## src/design/rp_pkg.sv

```systemverilog
// widths, register map and code conversion for one analog channel; ADC_W is shared by ADC and DAC
package rp_pkg;

  // ------------------------------
  // converter and sample format
  localparam int ADC_W = 14;                       // ADC and DAC code width

  typedef logic signed [ADC_W-1:0] sample_t;       // two's complement sample
  typedef logic        [ADC_W-1:0] code_t;         // raw converter code, neg slope

  // ------------------------------
  // bus widths and region decode
  localparam int AXI_AW     = 32;
  localparam int AXI_DW     = 32;
  localparam int REGION_LSB = 20;                  // region field is addr[22:20]

  localparam logic [2:0] REG_HK  = 3'd0;           // housekeeping
  localparam logic [2:0] REG_SIG = 3'd1;           // signal path

  // offsets inside a region
  localparam logic [11:0] OFS_ID         = 12'h000; // hk, read only
  localparam logic [11:0] OFS_LED        = 12'h004; // hk
  localparam logic [11:0] OFS_CTRL       = 12'h000; // sig, bit 0 enable
  localparam logic [11:0] OFS_DAC_OFFSET = 12'h004; // sig, signed
  localparam logic [11:0] OFS_LEVEL      = 12'h008; // sig, read only
  localparam logic [11:0] OFS_DROPS      = 12'h00C; // sig, write clears

  localparam logic [31:0] RP_ID = 32'h5250_0001;

  // ------------------------------
  // buffer sizing and responses
  localparam int FIFO_DEPTH = 16;
  localparam int LVL_W      = $clog2(FIFO_DEPTH) + 1; // holds 0..FIFO_DEPTH

  localparam logic [1:0] RESP_OKAY   = 2'd0;
  localparam logic [1:0] RESP_SLVERR = 2'd2;

  // msb kept, lower bits inverted; the same flip works in both directions
  function automatic sample_t to_sample(code_t c);
    return {c[ADC_W-1], ~c[ADC_W-2:0]};
  endfunction

  function automatic code_t to_code(sample_t s);
    return {s[ADC_W-1], ~s[ADC_W-2:0]};
  endfunction

endpackage
```

## src/design/rp_top.sv

```systemverilog
// one channel only, everything on adc_clk; the AXI master must share that clock
`timescale 1ns/1ps

module rp_top (
  input  logic                      adc_clk,
  input  logic                      rst_i,
  input  rp_pkg::code_t             adc_dat_i,          // ADC pins
  output rp_pkg::code_t             dac_dat_o,          // DAC pins
  output logic                      dac_wrt_o,
  output logic [7:0]                led_o,
  input  logic [rp_pkg::AXI_AW-1:0] s_axil_awaddr_i,
  input  logic                      s_axil_awvalid_i,
  output logic                      s_axil_awready_o,
  input  logic [rp_pkg::AXI_DW-1:0] s_axil_wdata_i,
  input  logic [3:0]                s_axil_wstrb_i,
  input  logic                      s_axil_wvalid_i,
  output logic                      s_axil_wready_o,
  output logic [1:0]                s_axil_bresp_o,
  output logic                      s_axil_bvalid_o,
  input  logic                      s_axil_bready_i,
  input  logic [rp_pkg::AXI_AW-1:0] s_axil_araddr_i,
  input  logic                      s_axil_arvalid_i,
  output logic                      s_axil_arready_o,
  output logic [rp_pkg::AXI_DW-1:0] s_axil_rdata_o,
  output logic [1:0]                s_axil_rresp_o,
  output logic                      s_axil_rvalid_o,
  input  logic                      s_axil_rready_i
);

  import rp_pkg::*;

  logic             adc_valid;      // frontend to FIFO
  sample_t          adc_sample;
  logic             rd_valid;       // FIFO to DAC stage
  sample_t          rd_data;
  logic             rd_pop;
  logic [LVL_W-1:0] level;          // status to registers
  logic [31:0]      drops;
  logic             drops_clear;
  logic             dac_enable;     // registers to DAC stage
  sample_t          dac_offset;

  // ------------------------------
  // analog path
  adc_frontend i_adc (
    .adc_clk        (adc_clk),
    .rst_i          (rst_i),
    .adc_dat_i      (adc_dat_i),
    .sample_valid_o (adc_valid),
    .sample_o       (adc_sample)
  );

  sample_fifo #(.DEPTH(FIFO_DEPTH)) i_fifo (
    .adc_clk       (adc_clk),
    .rst_i         (rst_i),
    .wr_valid_i    (adc_valid),
    .wr_data_i     (adc_sample),
    .rd_valid_o    (rd_valid),
    .rd_data_o     (rd_data),
    .rd_pop_i      (rd_pop),
    .level_o       (level),
    .drops_o       (drops),
    .drops_clear_i (drops_clear)
  );

  dac_output i_dac (
    .adc_clk      (adc_clk),
    .rst_i        (rst_i),
    .dac_enable_i (dac_enable),
    .dac_offset_i (dac_offset),
    .rd_valid_i   (rd_valid),
    .rd_data_i    (rd_data),
    .rd_pop_o     (rd_pop),
    .dac_dat_o    (dac_dat_o),
    .dac_wrt_o    (dac_wrt_o)
  );

  // ------------------------------
  // register access
  axil_regs i_regs (
    .adc_clk          (adc_clk),
    .rst_i            (rst_i),
    .s_axil_awaddr_i  (s_axil_awaddr_i),
    .s_axil_awvalid_i (s_axil_awvalid_i),
    .s_axil_awready_o (s_axil_awready_o),
    .s_axil_wdata_i   (s_axil_wdata_i),
    .s_axil_wstrb_i   (s_axil_wstrb_i),
    .s_axil_wvalid_i  (s_axil_wvalid_i),
    .s_axil_wready_o  (s_axil_wready_o),
    .s_axil_bresp_o   (s_axil_bresp_o),
    .s_axil_bvalid_o  (s_axil_bvalid_o),
    .s_axil_bready_i  (s_axil_bready_i),
    .s_axil_araddr_i  (s_axil_araddr_i),
    .s_axil_arvalid_i (s_axil_arvalid_i),
    .s_axil_arready_o (s_axil_arready_o),
    .s_axil_rdata_o   (s_axil_rdata_o),
    .s_axil_rresp_o   (s_axil_rresp_o),
    .s_axil_rvalid_o  (s_axil_rvalid_o),
    .s_axil_rready_i  (s_axil_rready_i),
    .led_o            (led_o),
    .dac_enable_o     (dac_enable),
    .dac_offset_o     (dac_offset),
    .level_i          (level),
    .drops_i          (drops),
    .drops_clear_o    (drops_clear)
  );

endmodule

```

## src/design/axil_regs.sv

```systemverilog
// single outstanding AXI4-Lite transaction per channel; only regions 0 and 1 are mapped, others SLVERR
`timescale 1ns/1ps

module axil_regs (
  input  logic                      adc_clk,
  input  logic                      rst_i,
  // write address and data
  input  logic [rp_pkg::AXI_AW-1:0] s_axil_awaddr_i,
  input  logic                      s_axil_awvalid_i,
  output logic                      s_axil_awready_o,
  input  logic [rp_pkg::AXI_DW-1:0] s_axil_wdata_i,
  input  logic [3:0]                s_axil_wstrb_i,
  input  logic                      s_axil_wvalid_i,
  output logic                      s_axil_wready_o,
  // write response
  output logic [1:0]                s_axil_bresp_o,
  output logic                      s_axil_bvalid_o,
  input  logic                      s_axil_bready_i,
  // read address and data
  input  logic [rp_pkg::AXI_AW-1:0] s_axil_araddr_i,
  input  logic                      s_axil_arvalid_i,
  output logic                      s_axil_arready_o,
  output logic [rp_pkg::AXI_DW-1:0] s_axil_rdata_o,
  output logic [1:0]                s_axil_rresp_o,
  output logic                      s_axil_rvalid_o,
  input  logic                      s_axil_rready_i,
  // register fields
  output logic [7:0]                led_o,
  output logic                      dac_enable_o,
  output rp_pkg::sample_t           dac_offset_o,
  input  logic [rp_pkg::LVL_W-1:0]  level_i,
  input  logic [31:0]               drops_i,
  output logic                      drops_clear_o
);

  import rp_pkg::*;

  logic [2:0]        wr_region;
  logic [2:0]        rd_region;
  logic [11:0]       wr_ofs;
  logic [11:0]       rd_ofs;
  logic [7:0]        wr_cs;            // one-hot region select
  logic [7:0]        rd_cs;
  logic              wr_hk;
  logic              wr_sig;
  logic              rd_hk;
  logic              rd_sig;
  logic              wr_en;            // write handshake cycle
  logic              rd_en;            // read handshake cycle
  logic [AXI_DW-1:0] rd_mux;

  // ------------------------------
  // region decoder, 8 regions
  assign wr_region = s_axil_awaddr_i[REGION_LSB+2:REGION_LSB];
  assign rd_region = s_axil_araddr_i[REGION_LSB+2:REGION_LSB];
  assign wr_ofs    = s_axil_awaddr_i[11:0];
  assign rd_ofs    = s_axil_araddr_i[11:0];
  assign wr_cs     = 8'b1 << wr_region;
  assign rd_cs     = 8'b1 << rd_region;
  assign wr_hk     = wr_cs[REG_HK];
  assign wr_sig    = wr_cs[REG_SIG];
  assign rd_hk     = rd_cs[REG_HK];
  assign rd_sig    = rd_cs[REG_SIG];

  // ------------------------------
  // write channel
  assign s_axil_wready_o = s_axil_awready_o;   // address and data taken together
  assign wr_en = s_axil_awready_o & s_axil_awvalid_i & s_axil_wvalid_i;

  always_ff @(posedge adc_clk) begin
    if (rst_i) begin
      s_axil_awready_o <= 1'b0;
      s_axil_bvalid_o  <= 1'b0;
    end else begin
      // one-cycle ready once both valids are up and no response is waiting
      s_axil_awready_o <= s_axil_awvalid_i & s_axil_wvalid_i
                        & ~s_axil_awready_o & ~s_axil_bvalid_o;
      if (wr_en) begin
        s_axil_bvalid_o <= 1'b1;
      end else if (s_axil_bready_i) begin
        s_axil_bvalid_o <= 1'b0;               // response accepted
      end
    end
  end

  always_ff @(posedge adc_clk) begin
    if (wr_en) begin
      s_axil_bresp_o <= (wr_hk | wr_sig) ? RESP_OKAY : RESP_SLVERR;
    end
  end

  // register file, updated at the end of the handshake cycle
  always_ff @(posedge adc_clk) begin
    if (rst_i) begin
      led_o        <= '0;
      dac_enable_o <= 1'b0;
      dac_offset_o <= '0;
    end else if (wr_en) begin
      if (wr_hk && wr_ofs == OFS_LED && s_axil_wstrb_i[0]) begin
        led_o <= s_axil_wdata_i[7:0];
      end
      if (wr_sig && wr_ofs == OFS_CTRL && s_axil_wstrb_i[0]) begin
        dac_enable_o <= s_axil_wdata_i[0];
      end
      if (wr_sig && wr_ofs == OFS_DAC_OFFSET) begin
        if (s_axil_wstrb_i[0]) dac_offset_o[7:0]       <= s_axil_wdata_i[7:0];
        if (s_axil_wstrb_i[1]) dac_offset_o[ADC_W-1:8] <= s_axil_wdata_i[ADC_W-1:8];
      end
    end
  end

  // counter clears the cycle after the handshake
  assign drops_clear_o = wr_en & wr_sig & (wr_ofs == OFS_DROPS);

  // ------------------------------
  // read channel
  assign rd_en = s_axil_arready_o & s_axil_arvalid_i;

  always_comb begin
    rd_mux = '0;                               // unmapped and unlisted read 0
    if (rd_hk) begin
      case (rd_ofs)
        OFS_ID:  rd_mux = RP_ID;
        OFS_LED: rd_mux = {{(AXI_DW-8){1'b0}}, led_o};
        default: rd_mux = '0;
      endcase
    end else if (rd_sig) begin
      case (rd_ofs)
        OFS_CTRL:       rd_mux = {{(AXI_DW-1){1'b0}}, dac_enable_o};
        OFS_DAC_OFFSET: rd_mux = {{(AXI_DW-ADC_W){dac_offset_o[ADC_W-1]}}, dac_offset_o};
        OFS_LEVEL:      rd_mux = {{(AXI_DW-LVL_W){1'b0}}, level_i};
        OFS_DROPS:      rd_mux = drops_i;
        default:        rd_mux = '0;
      endcase
    end
  end

  always_ff @(posedge adc_clk) begin
    if (rst_i) begin
      s_axil_arready_o <= 1'b0;
      s_axil_rvalid_o  <= 1'b0;
    end else begin
      s_axil_arready_o <= s_axil_arvalid_i & ~s_axil_arready_o & ~s_axil_rvalid_o;
      if (rd_en) begin
        s_axil_rvalid_o <= 1'b1;
      end else if (s_axil_rready_i) begin
        s_axil_rvalid_o <= 1'b0;
      end
    end
  end

  // data and response held until rready
  always_ff @(posedge adc_clk) begin
    if (rd_en) begin
      s_axil_rdata_o <= rd_mux;
      s_axil_rresp_o <= (rd_hk | rd_sig) ? RESP_OKAY : RESP_SLVERR;
    end
  end

endmodule

```

## src/design/dac_output.sv

```systemverilog
// pops only while enabled; the offset sum saturates to the 14-bit range before encoding
`timescale 1ns/1ps

module dac_output (
  input  logic            adc_clk,
  input  logic            rst_i,
  input  logic            dac_enable_i,    // from CTRL bit 0
  input  rp_pkg::sample_t dac_offset_i,    // signed offset
  input  logic            rd_valid_i,      // FIFO head present
  input  rp_pkg::sample_t rd_data_i,       // FIFO head
  output logic            rd_pop_o,
  output rp_pkg::code_t   dac_dat_o,       // DAC code, neg slope
  output logic            dac_wrt_o        // one pulse per sample
);

  import rp_pkg::*;

  logic signed [ADC_W:0] sum;              // one guard bit
  sample_t               sat;

  // back-pressure: samples stay in the FIFO while disabled
  assign rd_pop_o = dac_enable_i & rd_valid_i;

  // ------------------------------
  // sum and saturation
  assign sum = {rd_data_i[ADC_W-1], rd_data_i}
             + {dac_offset_i[ADC_W-1], dac_offset_i};

  always_comb begin
    case (sum[ADC_W:ADC_W-1])
      2'b01:   sat = {1'b0, {(ADC_W-1){1'b1}}};  // pos overflow, +8191
      2'b10:   sat = {1'b1, {(ADC_W-1){1'b0}}};  // neg overflow, -8192
      default: sat = sum[ADC_W-1:0];             // in range
    endcase
  end

  // ------------------------------
  // output register

  // code and strobe leave together, one cycle after the pop
  always_ff @(posedge adc_clk) begin
    if (rst_i) begin
      dac_wrt_o <= 1'b0;
      dac_dat_o <= to_code(sample_t'(0));  // mid-scale
    end else begin
      dac_wrt_o <= rd_pop_o;
      if (rd_pop_o) begin
        dac_dat_o <= to_code(sat);         // hold last code otherwise
      end
    end
  end

endmodule

```

## src/design/sample_fifo.sv

```systemverilog
// DEPTH must be a power of two; pushes while full are dropped and counted, the producer never waits
`timescale 1ns/1ps

module sample_fifo #(
  parameter int DEPTH = rp_pkg::FIFO_DEPTH
) (
  input  logic                   adc_clk,
  input  logic                   rst_i,
  input  logic                   wr_valid_i,     // push request
  input  rp_pkg::sample_t        wr_data_i,
  output logic                   rd_valid_o,     // head entry present
  output rp_pkg::sample_t        rd_data_o,      // head entry, show-ahead
  input  logic                   rd_pop_i,       // consume head
  output logic [$clog2(DEPTH):0] level_o,        // stored entries
  output logic [31:0]            drops_o,        // saturating drop count
  input  logic                   drops_clear_i   // one-cycle clear
);

  import rp_pkg::*;

  sample_t                  mem [DEPTH];         // storage array
  logic [$clog2(DEPTH)-1:0] wr_ptr;
  logic [$clog2(DEPTH)-1:0] rd_ptr;
  logic [$clog2(DEPTH):0]   count;
  logic                     full;
  logic                     do_push;
  logic                     do_pop;
  logic                     do_drop;

  assign full    = (count == ($clog2(DEPTH) + 1)'(DEPTH));
  assign do_push = wr_valid_i & ~full;
  assign do_drop = wr_valid_i & full;            // discarded sample
  assign do_pop  = rd_pop_i & rd_valid_o;        // ignore pop on empty

  // ------------------------------
  // storage and pointers
  always_ff @(posedge adc_clk) begin
    if (do_push) begin
      mem[wr_ptr] <= wr_data_i;
    end
  end

  always_ff @(posedge adc_clk) begin
    if (rst_i) begin
      wr_ptr <= '0;
      rd_ptr <= '0;
      count  <= '0;
    end else begin
      if (do_push) wr_ptr <= wr_ptr + 1'b1;      // wraps at DEPTH
      if (do_pop)  rd_ptr <= rd_ptr + 1'b1;
      case ({do_push, do_pop})
        2'b10:   count <= count + 1'b1;
        2'b01:   count <= count - 1'b1;
        default: count <= count;                 // both or neither
      endcase
    end
  end

  // head is read straight from the array, so a push shows up next cycle
  assign rd_valid_o = (count != '0);
  assign rd_data_o  = mem[rd_ptr];
  assign level_o    = count;

  // ------------------------------
  // drop counter
  always_ff @(posedge adc_clk) begin
    if (rst_i) begin
      drops_o <= '0;
    end else if (drops_clear_i) begin
      drops_o <= '0;                             // clear wins over a drop
    end else if (do_drop && drops_o != '1) begin
      drops_o <= drops_o + 1'b1;                 // sticks at max
    end
  end

endmodule

```

## src/design/adc_frontend.sv

```systemverilog
// expects a free-running ADC on adc_clk; one sample per cycle, no decimation and no dither
`timescale 1ns/1ps

module adc_frontend (
  input  logic            adc_clk,
  input  logic            rst_i,
  input  rp_pkg::code_t   adc_dat_i,       // raw code, negative slope
  output logic            sample_valid_o,  // high every cycle out of reset
  output rp_pkg::sample_t sample_o         // two's complement
);

  import rp_pkg::*;

  code_t code_q;                           // input capture stage

  // ------------------------------
  // capture and convert

  // converter output lands here first
  always_ff @(posedge adc_clk) begin
    code_q <= adc_dat_i;                   // no reset on data
  end

  // sample lines up with code_q one cycle after the pins
  assign sample_o = to_sample(code_q);     // flip lower bits, keep sign

  always_ff @(posedge adc_clk) begin
    if (rst_i) begin
      sample_valid_o <= 1'b0;              // nothing offered in reset
    end else begin
      sample_valid_o <= 1'b1;              // streaming from now on
    end
  end

endmodule

```

## config.mk

```make
export PLATFORM = sky130hd
export DESIGN_NAME = rp_top
export DESIGN_NICKNAME = d
export VERILOG_FILES = /design/src/design/rp_pkg.sv /design/src/design/rp_top.sv /design/src/design/axil_regs.sv /design/src/design/dac_output.sv /design/src/design/sample_fifo.sv /design/src/design/adc_frontend.sv
export SDC_FILE = /design/constraint.sdc
export NUM_CORES = 1
export LEC_CHECK = 0
export ABC_CLOCK_PERIOD_IN_PS = 9000
export CAP_MARGIN = 20
export CORE_ASPECT_RATIO = 2
export CORE_UTILIZATION = 55
export DETAILED_ROUTE_END_ITERATION = 12
export DONT_BUFFER_PORTS = 1
export HOLD_SLACK_MARGIN = 0.1
export PLACE_DENSITY = 0.68
export SYNTH_ARGS = -nofsm -noshare
export SYNTH_HDL_FRONTEND = slang
export SYNTH_SLANG_ARGS = --single-unit
```

## constraint.sdc

```tcl
create_clock -name adc_clk -period 9 [get_ports adc_clk]
set_input_delay 1.8 -clock adc_clk [delete_from_list [all_inputs] [get_ports adc_clk]]
set_output_delay 1.8 -clock adc_clk [all_outputs]
set_load 0.005 [all_outputs]
```

==> metrics.yaml, run 1 <==
run_status:
  status: "finished, final reports clean"
power:
  p_switching_mw: 0.666
  p_sw_share_pct: 20.3
  vdd.ir_drop.worst_v: 0.000127
  seq_power_share_pct: 55.5
  p_per_area_nw_per_um2: 198
  pwr-share-comb_pct: 2.8
  clkPwrFrac_pct: 41.7
  p_leak_nw: 5.40
  p_int_mw: 2.62
clock_tree:
  clock-sinks: 364
  cts_root_buf: "clkbuf_16"
  cts_hold_buf: 0
  ctsResizeCount: 0
  clkSlewWorstSetupHoldPaths_ns: 0.07
  numCtsBuffers: 31
  cts_post_setup_buffers_inserted: 0
  ctsHtreeMaxLevel: 1
  cts_tree: "yes"
  clock_latency_ns: 0.58
  clock_path_buffers: 3
job:
  max_cap_violations: 0
die:
  dieHeight_um: 236
  io_pins: 185
  fp.dieW_um: 119
  row_count: 85
  core_um2: 26900
  die-area_um2: 28200
  start_util_pct: 56.1
sta:
  finClkSkew_ns: 0.0274
  finalHoldViolCount: 0
  grt_setup_unrepaired: "false"
  period_share_pct: 62.8
  slew_violations: 0
  fin_crit_ns: 5.65
  setup_tns_ns: 0
  setup_viol: 0
  tightest_slew_ns: 0.995
  slew_headroom_pct: 33.4
  max_freq_ghz: 0.177
worst_setup_path:
  cp.required_ns: 9.46
  max_stage_delay_ns: 0.87
  critPathTopFamily: "compound AO/OA/AOI/OAI gates"
  end_kind: "flop"
  cp.arrival_ns: 6.11
  crit_type: "reg -> reg"
  timing.critical_path.buf_inv: 1
  critical-path-slowest-cell: "dfxtp_4"
  start_kind: "flop"
  path_cells: "buf_4 > mux4_2 > mux4_2 > ha_1 > a2111oi_0 > o21ai_0 > a41oi_1 > o21ai_0 > xor2_1 > ha_1 > nand2_1 > nor3_1 > a211oi_1"
  cp_max_fo: 39
  rrSetupSlack_ns: 3.35
routing:
  drcViolationCount: 0
  final_antenna_net_count: 0
  num_vias: 8459
  drt-initial-drc-count: 515
  wl_per_cell_um: 23.1
  first_pass_iters: 5
  avgViaCountPerCell: 6.04
  finalWirelength_mm: 32.3
finish:
  diodes: 0
  num-nets-final: 1177
  syn_to_final_growth_pct: 9.66
  fillers: 2006
  fin_util_pct: 61.5
  instances_no_fill: 1400
  drive_above_1_share_pct: 16.7
global_routing:
  grt.overflow.total: 0
  first_global_vias: 8624
  grt_max_degree: 57
  grtUsageTotal_pct: 23.6
  grt_pass1_wl_mm: 49.4
  antenna_found_initial: 0
yosys:
  synth-seq-cells: 364
  muxShareOfSynthArea_pct: 12.2
  synthAdderAreaFrac_pct: 2.50
  yosysWarnings: 0
  synth-async-reset-ratio_pct: 0
  syn-cell-area_um2: 15100
  netlist_top_cells_area: "edfxtp_1 (51%), dfxtp_1 (14%), mux4_2 (10%)"
  synth-simple-area-share_pct: 9.59
  yosysMostFrequentCell: "edfxtp_1"
  synth_top_family_by_area: "multiplexers"
  synth_compound_area_share_pct: 5.28
  synth_edf_count: 258
  synth_commonest_cells: "edfxtp_1 (258), nor2_1 (108), dfxtp_1 (106)"
  synth_area_per_cell_um2: 14.7
  synth_seq_area_share_pct: 65.4
  yosysTopAreaCell: "edfxtp_1"
  synth_flop_cell: "edfxtp_1"
  synthXorXnorAreaFrac_pct: 2.55
  synth_top_area_share_pct: 51.3
  synth_cells: 1024
  synth_cell_types: 65
placement:
  gp_congestion: 0.861
  dp_hpwl_mm: 21.8
  port_buffers: 0
  place_inst: 1341
worst_hold_path:
  hp-class: "reg -> reg"
## area by class of cell
cell class | instances | area [um2] | share of cell area, %
Clock buffer | 44 | 886 | 5.35
Clock inverter | 14 | 161 | 0.975
Inverter | 30 | 113 | 0.680
Multi-Input combinational cell | 576 | 4890 | 29.5
Sequential cell | 364 | 9880 | 59.6
Tap cell | 348 | 435 | 2.63
Timing Repair Buffer | 24 | 200 | 1.21
## logic make-up (layout without fill, tap and decap cells)
group | Yosys count | after routing
AO/OA/AOI/OAI | 131 | 131
other | 1 | 2
AND/OR/NAND/NOR | 274 | 274
buffers and inverters | 85 | 112
adder cells (fa/ha/maj) | 29 | 29
flip-flops | 364 | 364
multiplexers | 96 | 96
XOR/XNOR | 44 | 44
## through the flow
stage                     total power, mW  setup WS, ns  hold slack [ns]  area, um2
after global routing                 3.38          2.92            0.500      16600
after global placement               1.95          3.32            0.459      15500
final                                3.28          3.35            0.475      16600
after CTS                            3.31          3.27            0.478      16500
after floorplan                      1.92          4.56            0.441      15100
after detailed placement             1.95          3.30            0.468      15500
## cells in the final DEF, fill, tap and decap left out, types with 4 or more instances in the layout
master / count
a21o_1: 5
a21oi_1: 55
a22oi_1: 16
and2_1: 5
and3_1: 15
and4_1: 6
buf_4: 23
clkbuf_1: 8
clkbuf_16: 32
clkbuf_8: 4
clkinv_2: 4
clkinvlp_4: 4
dfxtp_1: 104
edfxtp_1: 258
ha_1: 27
inv_1: 29
mux2i_1: 25
mux4_2: 70
nand2_1: 37
nand2b_1: 5
nand3_1: 14
nand4_1: 21
nor2_1: 108
nor2b_1: 6
nor3_1: 15
nor3_2: 7
nor3b_2: 5
nor4_1: 4
o21ai_0: 28
o21ai_1: 4
or3_1: 8
xnor2_1: 20
xor2_1: 24
## worst paths after layout
path	from	endpoint	cells past startpoint
worst max-delay path	flop	i_dac.dac_dat_o[8]	13
worst min-delay path	i_regs.s_axil_arready_o	i_regs.s_axil_arready_o	1
worst max register to register	flop	i_dac.dac_dat_o[8]	13
worst min register to register	i_regs.s_axil_arready_o	i_regs.s_axil_arready_o	1
## registers in the layout (all words and copies together), names as in the netlist, 4 cells and up, named ones only
signal,cells
i_dac.dac_dat_o,14
i_fifo.mem,224
i_regs.dac_offset_o,14
i_fifo.drops_o,32
i_fifo.wr_ptr,4
i_fifo.level_o,5
i_regs.s_axil_rdata_o,32
i_fifo.rd_ptr,4
i_adc.code_q,14
i_regs.led_o,8
## per-layer routing
metal	part of all wire, %	up-vias	routed length (um)	track usage (%)
li1	-	3878	-	-
met1	34	4267	10900	24.2
met2	58	244	18600	45.7
met3	4.8	70	1550	3.53
met4	4.0	0	1300	10.7
met5	0	-	0	0
## power by group through the flow
stage          Sequential (mW)  Combinational [mW]  Clock [mW]
2_1_floorplan             1.86              0.0688           0
3_3_place_gp              1.86              0.0900           0
3_5_place_dp              1.86              0.0924           0
4_1_cts                   1.82              0.0927        1.39
5_1_grt                   1.82               0.101        1.46
6_report                  1.82              0.0919        1.37
No activity file was read; power rests on OpenSTA's default activity.
==> inputs of run 2 (changes only) <==
Settings changed: ABC_CLOCK_PERIOD_IN_PS 9000 to 5400.
Clock period 9 ns to 5.4 ns, I/O delays scaled along.
==> run 2 against run 1 <==
  * Cell count grew 0.36%
  * Clock-buffer cell count shrank 8
  * Non-clock buffer count rose by 6
  * Clock power is 66% higher
  * Power increased by 67%
  * Sequential share of layout area down 0.18 points
  * Global-route usage increased by 0.45 points
  * Wire length up 0.85%
  * Worst hold slack got worse by 0.0029 ns
  * Via count barely moved
  * Highest routed layer unchanged
  * Register-to-register slack worse by 2.9 ns
  * Core utilization is 0.17 points higher
==> metrics.yaml, run 2 (synthesis gave the netlist of run 1 again) <==
run_status:
  status: "finished, final reports clean"
placement:
  dp_hpwl_mm: 22.6
  gp_congestion: 0.846
  port_buffers: 0
finish:
  regMostFlops: "i_fifo.mem"
  final_common_cell: "edfxtp_1"
  top_regs: "i_fifo.mem: 224 flops, i_fifo.drops_o: 32 flops, i_regs.s_axil_rdata_o: 32 flops"
  drive_above_1_share_pct: 17.3
  fillers: 1988
  diodes: 0
  syn_to_final_growth_pct: 9.96
  largest_reg_flops: 224
  mostFrequentLayoutCells: "edfxtp_1 (258), nor2_1 (108), dfxtp_1 (104), mux4_2 (70), a21oi_1 (55)"
  fin_util_pct: 61.7
  num-nets-final: 1183
global_routing:
  antenna_found_initial: 0
  use_met3_pct: 3.22
  grt_max_degree: 57
  grt_pass1_wl_mm: 50.5
  grt_use_met2_pct: 46.9
  grtUsageTotal_pct: 24.0
  first_global_vias: 8995
  grt.overflow.total: 0
  top_usage_layer: "met2"
  gr-usage-met1_pct: 24.2
routing:
  finalWirelength_mm: 32.6
  num_vias: 8464
  drt-initial-drc-count: 509
  wl_per_cell_um: 23.2
  drcViolationCount: 0
  avgViaCountPerCell: 6.02
  final_antenna_net_count: 0
  first_pass_iters: 5
worst_setup_path:
  cp.required_ns: 5.84
  cp_max_fo: 19
  start_kind: "flop"
  cp.arrival_ns: 5.42
  crit_type: "reg -> reg"
  end_kind: "flop"
clock_tree:
  numCtsBuffers: 31
  cts_post_setup_buffers_inserted: 0
  clock-sinks: 364
  ctsHtreeMaxLevel: 1
  clock_path_buffers: 3
  cts_hold_buf: 0
  cts_root_buf: "clkbuf_16"
  clock_latency_ns: 0.57
  clkSlewWorstSetupHoldPaths_ns: 0.07
  cts_tree: "yes"
  ctsResizeCount: 0
power:
  p_leak_nw: 5.44
  p_per_area_nw_per_um2: 330
  vdd.ir_drop.worst_v: 0.000266
sta:
  setup_tns_ns: 0
  period_share_pct: 92.2
  tightest_slew_ns: 1.02
  finalHoldViolCount: 0
  fin_crit_ns: 4.98
  max_freq_ghz: 0.201
  finClkSkew_ns: 0.0139
  grt_setup_unrepaired: "false"
  setup_viol: 0
  slew_violations: 0
  slew_headroom_pct: 31.4
die:
  dieHeight_um: 236
  row_count: 85
  start_util_pct: 56.1
  core_um2: 26900
  die-area_um2: 28200
  io_pins: 185
  fp.dieW_um: 119
job:
  max_cap_violations: 0
worst_hold_path:
  hp-class: "reg -> reg"
run 2: cell count changes in the layout (fill, tap and decap cells not counted), sizes merged:
cell / delta
buf: +6
bufinv: +2
clkbuf: -8
clkinv: +7
clkinvlp: -1
inv: -1
run 2: worst paths after layout:
check	start	slack, ns	cells past startpoint	endpoint
max reg2reg	flop	0.42	13	i_dac.dac_dat_o[8]
max	flop	0.42	13	i_dac.dac_dat_o[8]
min	i_regs.s_axil_rvalid_o	0.47	1	i_regs.s_axil_arready_o
min reg2reg	i_regs.s_axil_rvalid_o	0.47	1	i_regs.s_axil_arready_o
run 2: report_power, final:
part	internal [mW]	switching, mW	leakage, nW
sequential	3.02	0.0179	3.21
combinational	0.0552	0.0978	1.72
clock	1.30	0.988	0.506
run 2: layout make-up:
class / instances / area (um2) / area share (%)
clock buffer: 36 / 795 / 4.78
sequential: 364 / 9870 / 59.5
multi-input combinational: 576 / 4890 / 29.4
tap: 348 / 435 / 2.62
timing repair buffer: 30 / 258 / 1.55
clock inverter: 21 / 243 / 1.46
inverter: 30 / 113 / 0.678
run 2: through the flow:
step           setup WS (ns)  instances  total power [mW]  area, um2  hold WS [ns]
2_1_floorplan          0.959       1025              3.21      15100         0.441
3_3_place_gp           0.490       1347              3.25      15500         0.458
3_5_place_dp           0.465       1347              3.25      15500         0.466
4_1_cts                0.451       1404              5.53      16600         0.476
5_1_grt               0.0865       1405              5.64      16600         0.488
6_report               0.421       1405              5.47      16600         0.472
run 2: critical path, stage by stage, from the launching register on:
cell       delay [ns]
dfxtp_4          0.54
buf_12           0.24
mux4_2           0.53
mux4_2           0.48
ha_1             0.37
a2111oi_0        0.45
o21ai_0          0.25
a41oi_1          0.47
o21ai_0          0.16
xor2_1           0.20
ha_1             0.50
nand2_1          0.27
nor3_1           0.30
a211oi_1         0.08
run 2: per-layer routing:
| metal | routed length (um) | up-vias |
|---|---|---|
| li1 | - | 3890 |
| met1 | 10800 | 4258 |
| met2 | 18900 | 242 |
| met3 | 1420 | 74 |
| met4 | 1490 | 0 |
| met5 | 0 | - |
